--- config.mk ---
export PLATFORM = sky130hd
export DESIGN_NAME = mem_bridge_top
export DESIGN_NICKNAME = d
export VERILOG_FILES = /design/src/verilog/mem_bridge_pkg.sv /design/src/verilog/lane_align.sv /design/src/verilog/uncached_bridge.sv /design/src/verilog/mem_bridge_top.sv
export SDC_FILE = /design/constraint.sdc
export NUM_CORES = 1
export LEC_CHECK = 0
export ABC_AREA = 1
export BUFFER_PORTS_ARGS = -buffer_cell sky130_fd_sc_hd__buf_2
export CORE_AREA = 2 2 142 144
export CTS_BUF_LIST = sky130_fd_sc_hd__clkbuf_8
export CTS_CLUSTER_DIAMETER = 30
export DETAILED_ROUTE_END_ITERATION = 8
export DIE_AREA = 0 0 144 146
export HOLD_SLACK_MARGIN = 0.05
export MAX_ROUTING_LAYER = met4
export SYNTH_ARGS = -nofsm -noshare
export SYNTH_HDL_FRONTEND = slang
export SYNTH_SLANG_ARGS = --single-unit
--- constraint.sdc ---
create_clock -name clk -period 12.9 [get_ports clk]
set_clock_uncertainty 0.2 [all_clocks]
set_input_delay 0 -clock clk [delete_from_list [all_inputs] [get_ports clk]]
set_output_delay 0 -clock clk [all_outputs]
set_load 0.1 [all_outputs]
--- src/verilog/mem_bridge_pkg.sv ---
`default_nettype none

package mem_bridge_pkg;

    typedef logic [31:0] u32_t;

    // access size code from the data client
    typedef logic [2:0] byte_type_t;

    localparam byte_type_t BT_BYTE   = 3'd0;
    localparam byte_type_t BT_HALF   = 3'd1;
    localparam byte_type_t BT_WORD   = 3'd2;
    localparam byte_type_t BT_BYTE_U = 3'd4;
    localparam byte_type_t BT_HALF_U = 3'd5;

    // one word seen whole or as byte lanes
    typedef union packed {
        u32_t            word;
        logic [3:0][7:0] bytes;
    } lane_word_u;

    typedef struct packed {
        logic [3:0] id;
        u32_t       addr;
        logic [7:0] len;
        logic [2:0] size;
        logic [1:0] burst;
    } axi_ar_t;

    typedef struct packed {
        logic [3:0] id;
        u32_t       addr;
        logic [7:0] len;
        logic [2:0] size;
        logic [1:0] burst;
    } axi_aw_t;

    typedef struct packed {
        logic [3:0] id;
        u32_t       data;
        logic [3:0] strb;
        logic       last;
    } axi_w_t;

    typedef struct packed {
        logic [3:0] id;
        u32_t       data;
        logic [1:0] resp;
        logic       last;
    } axi_r_t;

    typedef struct packed {
        logic [3:0] id;
        logic [1:0] resp;
    } axi_b_t;

    localparam logic [3:0] ID_ICACHE = 4'd0;
    localparam logic [3:0] ID_DCACHE = 4'd1;

    localparam logic [7:0] AXI_LEN_SINGLE = 8'd0;  // one beat
    localparam logic [2:0] AXI_SIZE_WORD  = 3'd2;  // 4 bytes
    localparam logic [1:0] AXI_BURST_INCR = 2'd1;

endpackage

`default_nettype wire

--- src/verilog/lane_align.sv ---
`timescale 1ns/1ps
`default_nettype none

module lane_align
    import mem_bridge_pkg::*;
(
    input  byte_type_t byte_type,
    input  logic [1:0] offset,
    input  u32_t       store_data,
    input  u32_t       load_word,
    output u32_t       store_word,
    output logic [3:0] store_strb,
    output u32_t       load_data
);

    lane_word_u src;
    lane_word_u placed;
    lane_word_u ret;

    logic [1:0] half_lo;  // lower lane of the addressed halfword
    logic [1:0] half_hi;
    logic [7:0]  ld_byte;
    logic [15:0] ld_half;

    assign src.word = store_data;
    assign ret.word = load_word;

    assign half_lo = {offset[1], 1'b0};
    assign half_hi = {offset[1], 1'b1};

    // store side: move the low bytes up to the addressed lane
    always_comb begin
        placed.word = '0;
        store_strb  = 4'b0000;
        case (byte_type)
            BT_BYTE, BT_BYTE_U: begin
                placed.bytes[offset] = src.bytes[0];
                store_strb[offset]   = 1'b1;
            end
            BT_HALF, BT_HALF_U: begin
                placed.bytes[half_lo] = src.bytes[0];
                placed.bytes[half_hi] = src.bytes[1];
                store_strb[half_lo]   = 1'b1;
                store_strb[half_hi]   = 1'b1;
            end
            default: begin  // word and unknown codes
                placed.word = src.word;
                store_strb  = 4'b1111;
            end
        endcase
    end

    assign store_word = placed.word;

    // load side: pick the lane, then extend
    assign ld_byte = ret.bytes[offset];
    assign ld_half = {ret.bytes[half_hi], ret.bytes[half_lo]};

    always_comb begin
        case (byte_type)
            BT_BYTE:   load_data = {{24{ld_byte[7]}}, ld_byte};
            BT_BYTE_U: load_data = {24'd0, ld_byte};
            BT_HALF:   load_data = {{16{ld_half[15]}}, ld_half};
            BT_HALF_U: load_data = {16'd0, ld_half};
            default:   load_data = ret.word;
        endcase
    end

endmodule

`default_nettype wire

--- src/verilog/uncached_bridge.sv ---
`timescale 1ns/1ps
`default_nettype none

module uncached_bridge
    import mem_bridge_pkg::*;
(
    input  logic       clk,
    input  logic       rst_n,

    input  logic       icache_req_valid,
    input  u32_t       icache_pa,
    input  logic       stall_icache,
    output logic       icache_busy,
    output logic       icache_data_valid,

    input  logic       dcache_req_valid,
    input  logic       dcache_store,
    input  u32_t       dcache_pa,
    input  byte_type_t dcache_byte_type,
    input  u32_t       wr_dcache_data,
    input  logic       stall_dcache,
    output logic       dcache_busy,
    output logic       dcache_data_valid,

    output axi_ar_t    ar_chan,
    output logic       arvalid,
    input  logic       arready,
    output axi_aw_t    aw_chan,
    output logic       awvalid,
    input  logic       awready,
    output axi_w_t     w_chan,
    output logic       wvalid,
    input  logic       wready,
    input  logic       rvalid,
    output logic       rready,
    input  logic       bvalid,
    output logic       bready,

    // lane aligner hookup
    output byte_type_t req_byte_type,
    output logic [1:0] req_offset,
    output u32_t       store_data_raw,
    input  u32_t       store_word,
    input  logic [3:0] store_strb
);

    typedef enum logic [2:0] {
        S_IDLE,
        S_RADDR,
        S_RDATA,
        S_WADDR,
        S_WDATA,
        S_WRESP
    } state_t;

    typedef enum logic [1:0] {
        OWN_NONE,
        OWN_ICACHE,
        OWN_DREAD,
        OWN_DWRITE
    } owner_t;

    state_t state, state_nxt;
    owner_t owner, owner_nxt;

    logic       accept;
    u32_t       sel_pa;
    u32_t       addr_q;
    byte_type_t bt_q;
    logic [1:0] off_q;
    u32_t       wdata_q;
    logic [3:0] wstrb_q;
    logic       stall_sel;

    assign accept = (state == S_IDLE) && (dcache_req_valid || icache_req_valid);
    assign sel_pa = dcache_req_valid ? dcache_pa : icache_pa;  // data wins

    // live request in idle so the placed word is ready at accept
    assign req_byte_type  = (state == S_IDLE) ? (dcache_req_valid ? dcache_byte_type : BT_WORD)
                                              : bt_q;
    assign req_offset     = (state == S_IDLE) ? (dcache_req_valid ? dcache_pa[1:0] : 2'b00)
                                              : off_q;
    assign store_data_raw = wr_dcache_data;

    always_ff @(posedge clk or negedge rst_n) begin
        if (!rst_n) begin
            state <= S_IDLE;
            owner <= OWN_NONE;
        end else begin
            state <= state_nxt;
            owner <= owner_nxt;
        end
    end

    always_ff @(posedge clk) begin
        if (accept) begin
            addr_q  <= {sel_pa[31:2], 2'b00};
            bt_q    <= req_byte_type;
            off_q   <= req_offset;
            wdata_q <= store_word;
            wstrb_q <= store_strb;
        end
    end

    assign stall_sel = (owner == OWN_ICACHE) ? stall_icache : stall_dcache;

    always_comb begin
        state_nxt = state;
        owner_nxt = owner;
        arvalid   = 1'b0;
        awvalid   = 1'b0;
        wvalid    = 1'b0;
        rready    = 1'b0;
        bready    = 1'b0;
        case (state)
            S_IDLE: begin
                if (dcache_req_valid) begin
                    if (dcache_store) begin
                        state_nxt = S_WADDR;
                        owner_nxt = OWN_DWRITE;
                    end else begin
                        state_nxt = S_RADDR;
                        owner_nxt = OWN_DREAD;
                    end
                end else if (icache_req_valid) begin
                    state_nxt = S_RADDR;
                    owner_nxt = OWN_ICACHE;
                end
            end
            S_RADDR: begin
                arvalid = 1'b1;
                if (arready) state_nxt = S_RDATA;
            end
            S_RDATA: begin
                // hold the beat at the slave while the client stalls
                if (rvalid && !stall_sel) begin
                    rready    = 1'b1;
                    state_nxt = S_IDLE;
                    owner_nxt = OWN_NONE;
                end
            end
            S_WADDR: begin
                awvalid = 1'b1;
                if (awready) state_nxt = S_WDATA;
            end
            S_WDATA: begin
                wvalid = 1'b1;
                if (wready) state_nxt = S_WRESP;
            end
            S_WRESP: begin
                bready = 1'b1;
                if (bvalid) begin
                    state_nxt = S_IDLE;
                    owner_nxt = OWN_NONE;
                end
            end
            default: begin
                state_nxt = S_IDLE;
                owner_nxt = OWN_NONE;
            end
        endcase
    end

    assign dcache_busy = (owner != OWN_NONE);
    assign icache_busy = dcache_busy | dcache_req_valid;  // lost arbitration too

    assign icache_data_valid = rready && (owner == OWN_ICACHE);
    assign dcache_data_valid = rready && (owner == OWN_DREAD);

    assign ar_chan.id    = (owner == OWN_ICACHE) ? ID_ICACHE : ID_DCACHE;
    assign ar_chan.addr  = addr_q;
    assign ar_chan.len   = AXI_LEN_SINGLE;
    assign ar_chan.size  = AXI_SIZE_WORD;
    assign ar_chan.burst = AXI_BURST_INCR;

    assign aw_chan.id    = ID_DCACHE;
    assign aw_chan.addr  = addr_q;
    assign aw_chan.len   = AXI_LEN_SINGLE;
    assign aw_chan.size  = AXI_SIZE_WORD;
    assign aw_chan.burst = AXI_BURST_INCR;

    assign w_chan.id   = ID_DCACHE;
    assign w_chan.data = wdata_q;
    assign w_chan.strb = wstrb_q;
    assign w_chan.last = 1'b1;  // single beat

    // address beat held with stable fields until taken
    property p_ar_hold;
        @(posedge clk) disable iff (!rst_n)
            arvalid && !arready |=> arvalid && $stable(ar_chan);
    endproperty
    a_ar_hold: assert property (p_ar_hold)
        else $error("arvalid dropped or ar_chan changed before arready");

    a_ar_aw_excl: assert property (@(posedge clk) disable iff (!rst_n)
        !(arvalid && awvalid))
        else $error("arvalid and awvalid high together");

    // no data handed to a stalled client
    a_dv_stall: assert property (@(posedge clk) disable iff (!rst_n)
        !(icache_data_valid && stall_icache) && !(dcache_data_valid && stall_dcache))
        else $error("data_valid raised during stall");

endmodule

`default_nettype wire

--- src/verilog/mem_bridge_top.sv ---
`timescale 1ns/1ps
`default_nettype none

module mem_bridge_top
    import mem_bridge_pkg::*;
(
    input  logic       clk,
    input  logic       rst_n,

    input  logic       icache_req_valid,
    input  u32_t       icache_pa,
    input  logic       stall_icache,
    output u32_t       icache_data,
    output logic       icache_data_valid,
    output logic       icache_busy,

    input  logic       dcache_req_valid,
    input  logic       dcache_store,
    input  u32_t       dcache_pa,
    input  byte_type_t dcache_byte_type,
    input  u32_t       wr_dcache_data,
    input  logic       stall_dcache,
    output u32_t       rd_dcache_data,
    output logic       dcache_data_valid,
    output logic       dcache_busy,

    output axi_ar_t    ar_chan,
    output logic       arvalid,
    input  logic       arready,
    output axi_aw_t    aw_chan,
    output logic       awvalid,
    input  logic       awready,
    output axi_w_t     w_chan,
    output logic       wvalid,
    input  logic       wready,
    input  axi_r_t     r_chan,
    input  logic       rvalid,
    output logic       rready,
    input  axi_b_t     b_chan,
    input  logic       bvalid,
    output logic       bready
);

    byte_type_t req_byte_type;
    logic [1:0] req_offset;
    u32_t       store_data_raw;
    u32_t       store_word;
    logic [3:0] store_strb;

    assign icache_data = r_chan.data;  // fetches are always full words

    uncached_bridge uncached_bridge_inst (
        .clk               (clk),
        .rst_n             (rst_n),
        .icache_req_valid  (icache_req_valid),
        .icache_pa         (icache_pa),
        .stall_icache      (stall_icache),
        .icache_busy       (icache_busy),
        .icache_data_valid (icache_data_valid),
        .dcache_req_valid  (dcache_req_valid),
        .dcache_store      (dcache_store),
        .dcache_pa         (dcache_pa),
        .dcache_byte_type  (dcache_byte_type),
        .wr_dcache_data    (wr_dcache_data),
        .stall_dcache      (stall_dcache),
        .dcache_busy       (dcache_busy),
        .dcache_data_valid (dcache_data_valid),
        .ar_chan           (ar_chan),
        .arvalid           (arvalid),
        .arready           (arready),
        .aw_chan           (aw_chan),
        .awvalid           (awvalid),
        .awready           (awready),
        .w_chan            (w_chan),
        .wvalid            (wvalid),
        .wready            (wready),
        .rvalid            (rvalid),
        .rready            (rready),
        .bvalid            (bvalid),
        .bready            (bready),
        .req_byte_type     (req_byte_type),
        .req_offset        (req_offset),
        .store_data_raw    (store_data_raw),
        .store_word        (store_word),
        .store_strb        (store_strb)
    );

    lane_align lane_align_inst (
        .byte_type  (req_byte_type),
        .offset     (req_offset),
        .store_data (store_data_raw),
        .load_word  (r_chan.data),
        .store_word (store_word),
        .store_strb (store_strb),
        .load_data  (rd_dcache_data)
    );

endmodule

`default_nettype wire

==> metrics.md, run 1 <==
| Metric | Value |
|---|---|
| RSZ-0062 raised after global routing | `no` |
| Area of the multi-input gates | `2000 µm²` |
| DRT antenna net count | `0` |
| Core Area | `19300 µm²` |
| Initial antenna violation count | `0` |
| First-pass GRT wire length | `26400 µm` |
| Clk slew on worst S/H paths | `90 ps` |
| Final period util | `30.3%` |
| Skew-Pair Late Insertion Delay | `350 ps` |
| Post-DP HPWL | `12700 µm` |
| Gpl congestion | `0.848` |
| Slew HR | `29.5%` |
| Vias in the first global route | `5185` |
| Fin area | `7780 µm²` |
| Slowest CP cell | `dlygate4sd3_1` |
| Worst min path class | `in -> reg` |
| I/O Pins | `368` |
| Final Critical Period | `3910 ps` |
| Max stage delay on crit path | `600 ps` |
| Area grow syn2layout | `50.5%` |
| Antenna cells | `0` |
| Inserted Clock Buffers | `9` |
| CP most frequent cell | `dlygate4sd3_1` |
| Post-synthesis sequential area ratio | `43.6%` |
| Yosys reg bits | `76` |
| Quantity of I/O buffers inserted on ports | `310` |
| Post-Synthesis Cells | `627` |
| DRC violations left | `0` |
| Most frequent cells in the layout | `buf_2 (310), nand2_1 (218), dlygate4sd3_1 (124)` |
| Die H | `146 µm` |
| Cells on worst reg2reg path | `12` |
| Status | `finished, final reports clean` |
| Final Core Density | `40.2%` |
| DR vias | `5446` |
| DRT Pass-1 Iters | `5` |
| Grt total ovfl | `0` |
| Max Transition Viols Final | `0` |
| Maximum clock rate | `0.256 GHz` |
| Critical path endpoint category | `flip-flop` |
| Synth cell types | `30` |
| Worst-margin pin slew | `1060 ps` |
| Vias per Instance | `4.33` |
| Finish-stage setup viols | `0` |
| Share of post-route cells with drive strength above 1 | `38.4%` |
| GRT Total Usage | `16.7%` |
| Synth warnings | `0` |
| Sequential Area | `2260 µm²` |
| Nets | `1145` |
| Clk root buf | `clkbuf_8` |
| Hold Path Cell Cnt | `8` |
| Cell Area, Placed | `6320 µm²` |
| CP required | `12940 ps` |
| Critical path cell sequence | `inv_2 -> nand2_1 -> nor2_1 -> nand2_1 -> o21ai_0 -> dlygate4sd3_1 -> nor3_1 -> dlygate4sd3_1 -> nand3_1 -> dlygate4sd3_1 -> nand2_1 -> dlygate4sd3_1` |
| Syn Area/Cell | `8.25 µm²` |
| Final WL | `18200 µm` |
| Routed wire per std cell | `14.4 µm` |
| Worst path arrival time | `3950 ps` |
| H-Tree Depth | `3` |
| Startpoint class of the critical path | `flip-flop` |
| Initial drt markers | `319` |
| Max_cap viols | `0` |
| Kind of critical path | `reg -> reg` |
| Synthesized cell area | `5170 µm²` |
| Die area | `21000 µm²` |
| Final hold vios | `0` |
| Clock Sinks | `76` |
| Largest net degree at the start of global routing | `43` |
| Final setup TNS | `0 ps` |
| Die width | `144 µm` |
| Crit Path Max Fanout | `9` |
| Fill count | `1908` |
| Commonest non-fill, non-tap cell in the layout | `buf_2` |
| TritonCTS clock tree | `yes` |
| Initial Util | `26.7%` |
| Clock buffer depth | `2` |
| Row count | `51` |
routing by layer:
metal	track usage [%]	wire, µm	vias to the layer above	share of wire, %
li1	-	-	2603	-
met1	16.8	6710	2499	37
met2	31.0	9540	306	52
met3	3.42	1390	38	7.6
met4	6.96	552	0	3.0
met5	-	0	-	0
kinds of logic after synthesis:
family / synth area share (%)
simple gates: 32.4
buf+inv: 20.8
flops: 43.6
compound gates: 3.00
other cells: 0.145
flip-flops by register name, summed over array words and instances (netlist names):
signal,cells
uncached_bridge_inst.state,3
uncached_bridge_inst.wstrb_q,4
uncached_bridge_inst.addr_q,30
uncached_bridge_inst.wdata_q,32
uncached_bridge_inst.bt_q,3
uncached_bridge_inst.owner,2
uncached_bridge_inst.off_q,2
worst max-delay path, delay by kind of cell (launching register included):
family | cells | cell delay, ps
AOI/OAI and AO/OA | 1 | 90
DFF | 1 | 420
buffers and inverters | 5 | 2450
and+or+nand+nor | 6 | 630
cell type report:
cell class,instances,area share (%)
clock inverters,7,1.29
flip-flops and latches,76,29.0
repair buffers,436,36.1
well taps,265,4.26
clock buffers,9,1.59
multi-input cells,424,25.7
inverters,42,2.06
synthesized netlist by cell type:
master	instances	area (µm²)
nand3_2	22	220
nor2_1	24	90.1
nand3b_1	1	7.51
o22ai_1	1	6.26
nand3_1	60	300
nand2_2	10	62.6
inv_2	7	26.3
nor2_2	1	6.26
buf_6	5	56.3
edfxtp_1	71	2130
a21oi_1	2	10.0
clkinv_1	1	3.75
nand3_4	1	17.5
a31o_2	1	8.76
o21ai_0	24	120
o21ai_1	2	10.0
buf_4	107	803
nand4_1	1	6.26
nand2_1	218	818
buf_2	5	25.0
conb_1	2	7.51
clkbuf_1	7	26.3
dfrtp_1	5	125
inv_4	1	6.26
buf_1	1	3.75
nor2_4	4	45.0
nand2_4	6	67.6
nor3_1	3	15.0
nor2_8	1	20.0
inv_1	33	124
final timing paths:
kind	to	slack [ps]	from
worst max-delay path	uncached_bridge_inst.state[1]$_DFFE_PN0P_	8990	uncached_bridge_inst.state[2]$_DFFE_PN0P_
worst min-delay path	uncached_bridge_inst.owner[1]$_DFFE_PN0P_	130	icache_req_valid
worst max register to register	uncached_bridge_inst.state[1]$_DFFE_PN0P_	8990	uncached_bridge_inst.state[2]$_DFFE_PN0P_
worst min register to register	uncached_bridge_inst.owner[1]$_DFFE_PN0P_	290	uncached_bridge_inst.owner[1]$_DFFE_PN0P_
max in group asynchronous	uncached_bridge_inst.owner[0]$_DFFE_PN0P_	11910	rst_n
min in group asynchronous	uncached_bridge_inst.state[1]$_DFFE_PN0P_	380	rst_n
stage by stage:
stage | instances | worst slack (ps) | hold WS (ps)
2_1_floorplan | 667 | 7820 | -496
4_1_cts | 1259 | 9100 | 106
6_report | 1259 | 8990 | 129
3_3_place_gp | 1119 | 9030 | -372
3_5_place_dp | 1119 | 9020 | -368
5_1_grt | 1259 | 8770 | 157
timing repair:
item,in CTS,in global routing
setup endpoints to repair,0,0
endpoints found under the hold margin,74,0
setup buffers,0,0
hold buffers,124,0
gates resized for setup,0,0
Power of run 1 is left out: the tool's default activity adds up to more than one toggle a clock period on the data nets, which glitch-free logic cannot reach.
==> inputs of run 2 (changes only) <==
- clock period: 12.9 -> 4.1 ns (I/O delays scaled with it)
==> run 2 against run 1 <==
Effect of this change: flip-flop and latch count stayed put; core utilization is 0.052 points lower; wire length is 1.7% higher; sequential share of layout area hardly changed; via count is 0.90% lower; die area stayed put; worst setup slack worse by 8700 ps; first-iteration DRC count is 46% lower; critical path depth stayed put; critical endpoint unchanged.
==> metrics.md, run 2 (synthesis results as in run 1) <==
| Metric | Value |
|---|---|
| Fill count | `1928 (was 1908)` |
| Final hold vios | `0 (unchanged)` |
| Skew-Pair Late Insertion Delay | `360 ps (was 350 ps)` |
| Initial Util | `26.7% (unchanged)` |
| Clk root buf | `clkbuf_8 (unchanged)` |
| Area of the multi-input gates | `2010 µm² (was 2000 µm²)` |
| DRC violations left | `0 (unchanged)` |
| Slew HR | `63.3% (was 29.5%)` |
| Largest net degree at the start of global routing | `40 (was 43)` |
| Largest Register | `uncached_bridge_inst.wdata_q (unchanged)` |
| Most Crowded Layer GR | `met2 (unchanged)` |
| Row count | `51 (unchanged)` |
| Top Registers | `uncached_bridge_inst.wdata_q x32, uncached_bridge_inst.addr_q x30, uncached_bridge_inst.wstrb_q x4 (unchanged)` |
| Hold_buf cts | `125 (was 124)` |
| Cts repair resizes | `0 (unchanged)` |
| Initial antenna violation count | `0 (unchanged)` |
| Core Area | `19300 µm² (unchanged)` |
| Startpoint class of the critical path | `flip-flop (unchanged)` |
| Launch point of the worst path | `uncached_bridge_inst.state[2]$_DFFE_PN0P_ (unchanged)` |
| First-pass GRT wire length | `26700 µm (was 26400 µm)` |
| Antenna cells | `0 (unchanged)` |
| DRT Pass-1 Iters | `5 (unchanged)` |
| Kind of critical path | `reg -> reg (unchanged)` |
| Commonest non-fill, non-tap cell in the layout | `buf_2 (unchanged)` |
| Finish-stage setup viols | `0 (unchanged)` |
| Post-DP HPWL | `13100 µm (was 12700 µm)` |
| Die area | `21000 µm² (unchanged)` |
| Met2 global-route usage | `32.1% (was 31.0%)` |
| Max reg flops | `32 (unchanged)` |
| Sequential Area | `2260 µm² (unchanged)` |
| Grt total ovfl | `0 (unchanged)` |
| Worst-margin pin slew | `554 ps (was 1060 ps)` |
| Worst min path class | `in -> reg (unchanged)` |
| Routed wire per std cell | `14.7 µm (was 14.4 µm)` |
| Initial drt markers | `172 (was 319)` |
| Worst path arrival time | `3850 ps (was 3950 ps)` |
| Most frequent cells in the layout | `buf_2 (310), nand2_1 (218), dlygate4sd3_1 (125) (was buf_2 (310), nand2_1 (218), dlygate4sd3_1 (124))` |
| RSZ-0062 raised after global routing | `no (unchanged)` |
| Grt met1 use | `17.2% (was 16.8%)` |
| Area grow syn2layout | `50.3% (was 50.5%)` |
| GRT Total Usage | `17.0% (was 16.7%)` |
| Die H | `146 µm (unchanged)` |
| Clk slew on worst S/H paths | `90 ps (about the same)` |
| Final period util | `93.0% (was 30.3%)` |
| Inserted Clock Buffers | `9 (unchanged)` |
| Met3 usage | `2.40% (was 3.42%)` |
| RR Startpoint | `uncached_bridge_inst.state[2]$_DFFE_PN0P_ (unchanged)` |
| Nets | `1148 (was 1145)` |
| I/O Pins | `368 (unchanged)` |
| Reg2Reg Setup Slack | `280 ps (was 8990 ps)` |
| Quantity of I/O buffers inserted on ports | `310 (unchanged)` |
| Final Critical Period | `3820 ps (was 3910 ps)` |
| Final WL | `18500 µm (was 18200 µm)` |
| DRT antenna net count | `0 (unchanged)` |
| Crit Path Max Fanout | `9 (unchanged)` |
| Vias per Instance | `4.28 (was 4.33)` |
| Die width | `144 µm (unchanged)` |
| Status | `finished, final reports clean (unchanged)` |
| Clock Sinks | `76 (unchanged)` |
| Maximum clock rate | `0.262 GHz (was 0.256 GHz)` |
| HP Start | `dcache_byte_type[0] (was icache_req_valid)` |
| Max Transition Viols Final | `0 (unchanged)` |
| Gpl congestion | `0.887 (was 0.848)` |
| CP required | `4140 ps (was 12940 ps)` |
| Share of post-route cells with drive strength above 1 | `38.8% (was 38.4%)` |
| TritonCTS clock tree | `yes (unchanged)` |
| DR vias | `5397 (was 5446)` |
| Clock buffer depth | `2 (unchanged)` |
| Vias in the first global route | `5265 (was 5185)` |
| Final Core Density | `40.2% (about the same)` |
| Setup repair bufs after CTS | `0 (unchanged)` |
| H-Tree Depth | `3 (unchanged)` |
| Max_cap viols | `0 (unchanged)` |
| Critical path endpoint category | `flip-flop (unchanged)` |
-- run 2: cell count changes in the layout (fill, tap and decap cells not counted), moves of 2 or more --
cell / before / now
inv_6: 0 / 3
buf_4: 2 / 4
bufinv_16: 2 / 0
clkinv_4: 2 / 0
-- run 2: area by class of cell --
type,instances,area share (%)
clock buffer,9,1.59
clock inverter,7,0.741
inverter,42,2.06
multi-input combinational,424,25.8
sequential,76,29.0
tap,265,4.27
timing repair buffer,439,36.5
-- run 2: worst paths after layout --
| kind | depth (start not counted) | end |
|---|---|---|
| max in group asynchronous | 3 | uncached_bridge_inst.owner[1]$_DFFE_PN0P_ |
| worst max register to register | 12 | uncached_bridge_inst.state[1]$_DFFE_PN0P_ |
| worst max-delay path | 12 | uncached_bridge_inst.state[1]$_DFFE_PN0P_ |
| worst min-delay path | 5 | uncached_bridge_inst.bt_q[0]$_DFFE_PP_ |
| worst min register to register | 2 | uncached_bridge_inst.owner[1]$_DFFE_PN0P_ |
| min in group asynchronous | 3 | uncached_bridge_inst.state[0]$_DFFE_PN0P_ |
-- run 2: through the flow --
step | setup slack [ps] | area (µm²) | instances | hold WS (ps) | setup TNS, ps
after floorplan | -226 | 5330 | 667 | -496 | -226
after global placement | 1040 | 6340 | 1121 | -374 | 0
after detailed placement | 1020 | 6340 | 1121 | -374 | 0
after CTS | 318 | 7770 | 1262 | 50.5 | 0
after global routing | 98.4 | 7770 | 1262 | 84.0 | 0
final | 285 | 7770 | 1262 | 63.1 | 0
-- run 2: worst max-delay path: stages, from the launching register on --
cell           delay [ps]
dfrtp_1               420
inv_2                 160
nand2_1               140
nor2_1                190
nand2_1                60
o21ai_0                60
dlygate4sd3_1         560
nor3_1                 50
dlygate4sd3_1         600
nand3_1                90
dlygate4sd3_1         570
nand2_1                50
dlygate4sd3_1         550
-- run 2: metal layers --
metal  vias to the layer above  wire length [µm]
met5                         -                 0
met1                      2462              6960
met2                       292              9820
li1                       2605                 -
met3                        38              1260
met4                         0               451
Power of run 2 is left out for the same reason.
==> inputs of run 3 (changes only) <==
- CORE_AREA: 2 2 142 144 -> 2 2 144 146
- DIE_AREA: 0 0 144 146 -> 0 0 146 148
==> run 3 against run 2 <==
Effect of this change: sequential share of layout area barely moved; via count fell by 0.59%; cell count grew 0.24%; fmax decreased by 0.68%; global-route usage decreased by 0.72 points; register-to-register slack got worse by 30 ps; critical path depth unchanged; core utilization is 1.5 points lower; critical path type unchanged; critical endpoint unchanged; highest routed layer unchanged.
==> metrics.md, run 3 (synthesis results as in run 1) <==
| Metric | Value |
|---|---|
| Skew-Pair Late Insertion Delay | `350 ps (was 360 ps)` |
| DRC violations left | `0 (unchanged)` |
| Quantity of I/O buffers inserted on ports | `310 (unchanged)` |
| Kind of critical path | `reg -> reg (unchanged)` |
| Max_cap viols | `0 (unchanged)` |
| Crit Path Max Fanout | `9 (unchanged)` |
| Reg2Reg Setup Slack | `260 ps (was 280 ps)` |
| DRT Pass-1 Iters | `4 (was 5)` |
| RSZ-0062 raised after global routing | `no (unchanged)` |
| Grt total ovfl | `0 (unchanged)` |
| DRT antenna net count | `0 (unchanged)` |
| Max reg flops | `32 (unchanged)` |
| Die width | `146 µm (was 144 µm)` |
| Routed wire per std cell | `14.3 µm (was 14.7 µm)` |
| Final hold vios | `0 (unchanged)` |
| Clk root buf | `clkbuf_8 (unchanged)` |
| Final Core Density | `38.7% (was 40.2%)` |
| Final setup TNS | `0 ps (unchanged)` |
| Initial Util | `25.8% (was 26.7%)` |
| Finish-stage setup viols | `0 (unchanged)` |
| Top Registers | `uncached_bridge_inst.wdata_q x32, uncached_bridge_inst.addr_q x30, uncached_bridge_inst.wstrb_q x4 (unchanged)` |
| Startpoint class of the critical path | `flip-flop (unchanged)` |
| Post-DP HPWL | `13100 µm (about the same)` |
| Initial antenna violation count | `0 (unchanged)` |
| Vias per Instance | `4.24 (was 4.28)` |
| Inserted Clock Buffers | `9 (unchanged)` |
| Die H | `148 µm (was 146 µm)` |
| I/O Pins | `368 (unchanged)` |
| Maximum clock rate | `0.260 GHz (was 0.262 GHz)` |
| Slew HR | `64.1% (was 63.3%)` |
| Hold Path Cell Cnt | `3 (was 5)` |
| Row count | `52 (was 51)` |
| Setup repair bufs after CTS | `0 (unchanged)` |
| DR vias | `5365 (was 5397)` |
| Worst min path class | `in -> reg (unchanged)` |
| Worst path arrival time | `3870 ps (was 3850 ps)` |
| Area grow syn2layout | `50.1% (was 50.3%)` |
| Largest net degree at the start of global routing | `41 (was 40)` |
| CP required | `4120 ps (was 4140 ps)` |
| Clock Sinks | `76 (unchanged)` |
| Gpl congestion | `0.822 (was 0.887)` |
| Cts repair resizes | `0 (unchanged)` |
| Commonest non-fill, non-tap cell in the layout | `buf_2 (unchanged)` |
| Status | `finished, final reports clean (unchanged)` |
| Largest Register | `uncached_bridge_inst.wdata_q (unchanged)` |
| First-pass GRT wire length | `26800 µm (was 26700 µm)` |
| Vias in the first global route | `5074 (was 5265)` |
| Fill count | `2047 (was 1928)` |
| Clk slew on worst S/H paths | `80 ps (was 90 ps)` |
| H-Tree Depth | `3 (unchanged)` |
| Most frequent cells in the layout | `buf_2 (310), nand2_1 (218), dlygate4sd3_1 (122) (was buf_2 (310), nand2_1 (218), dlygate4sd3_1 (125))` |
| Die area | `21600 µm² (was 21000 µm²)` |
| Core Area | `20000 µm² (was 19300 µm²)` |
| Critical path endpoint category | `flip-flop (unchanged)` |
| Initial drt markers | `230 (was 172)` |
| Final period util | `93.7% (was 93.0%)` |
| RR Startpoint | `uncached_bridge_inst.state[2]$_DFFE_PN0P_ (unchanged)` |
| Final Critical Period | `3840 ps (was 3820 ps)` |
| Share of post-route cells with drive strength above 1 | `38.7% (was 38.8%)` |
| WHS | `37.5 ps (was 63.1 ps)` |
| Final WL | `18100 µm (was 18500 µm)` |
| GRT Total Usage | `16.3% (was 17.0%)` |
| Nets | `1145 (was 1148)` |
| HP Start | `dcache_byte_type[2] (was dcache_byte_type[0])` |
| Clock buffer depth | `2 (unchanged)` |
| Hold endpoint | `uncached_bridge_inst.bt_q[2]$_DFFE_PP_ (was uncached_bridge_inst.bt_q[0]$_DFFE_PP_)` |
| TritonCTS clock tree | `yes (unchanged)` |
| Max Transition Viols Final | `0 (unchanged)` |
| Cells on worst reg2reg path | `12 (unchanged)` |
| Worst reg2reg path endpoint | `uncached_bridge_inst.state[1]$_DFFE_PN0P_ (unchanged)` |
| Worst-margin pin slew | `542 ps (was 554 ps)` |
==> run 3: cell types whose count changed in the layout (fill, tap and decap cells not counted), sizes merged <==
cell	previous run	this run
dlygate4sd3	125	122
clkinv	2	4
clkinvlp	2	0
bufinv	0	1
diode	0	1
inv	45	44
==> run 3: per-layer routing <==
layer	wire length (µm)	GRT usage, %
met5	0	-
met3	1270	3.15
met1	7020	17.8
met2	9440	29.7
met4	397	5.39
==> run 3: cell type report <==
cell class              count  area [µm²]  share of cell area (%)
repair buffers            436        2800                    36.1
inverters                  42         160                    2.06
well taps                 270         338                    4.35
clock inverters             7        68.8                   0.887
diodes                      1        2.50                  0.0322
clock buffers               9         124                    1.60
multi-input cells         424        2010                    25.9
flip-flops and latches     76        2260                    29.1
==> run 3: metrics by stage <==
stage,cells,setup slack (ps),cell area [µm²]
5_1_grt,1264,25.6,7760
2_1_floorplan,667,-226,5330
4_1_cts,1264,297,7760
6_report,1265,259,7760
3_5_place_dp,1126,1040,6340
3_3_place_gp,1126,1070,6340
==> run 3: how the worst max path moves through the flow <==
stage	start	cells past startpoint	slack [ps]	to
2_1_floorplan	uncached_bridge_inst.owner[1]$_DFFE_PN0P_	7	-230	dcache_data_valid
3_3_place_gp	uncached_bridge_inst.state[1]$_DFFE_PN0P_	10	1070	rd_dcache_data[23]
3_5_place_dp	uncached_bridge_inst.state[1]$_DFFE_PN0P_	10	1040	rd_dcache_data[25]
4_1_cts	uncached_bridge_inst.state[2]$_DFFE_PN0P_	12	300	uncached_bridge_inst.state[1]$_DFFE_PN0P_
5_1_grt	uncached_bridge_inst.state[2]$_DFFE_PN0P_	12	30	uncached_bridge_inst.state[1]$_DFFE_PN0P_
6_report	uncached_bridge_inst.state[2]$_DFFE_PN0P_	12	260	uncached_bridge_inst.state[1]$_DFFE_PN0P_
==> run 3: worst max-delay path, cell delays in order, from the launching register on <==
cell	delay, ps
dfrtp_1	420
inv_2	160
nand2_1	140
nor2_1	200
nand2_1	70
o21ai_0	60
dlygate4sd3_1	560
nor3_1	60
dlygate4sd3_1	620
nand3_1	80
dlygate4sd3_1	560
nand2_1	50
dlygate4sd3_1	550
==> run 3: timing repair <==
action                                  CTS  global route
hold endpoints to repair                 73             0
hold buffers                            122             0
endpoints found under the setup margin    0             0
Power of run 3 is left out for the same reason.
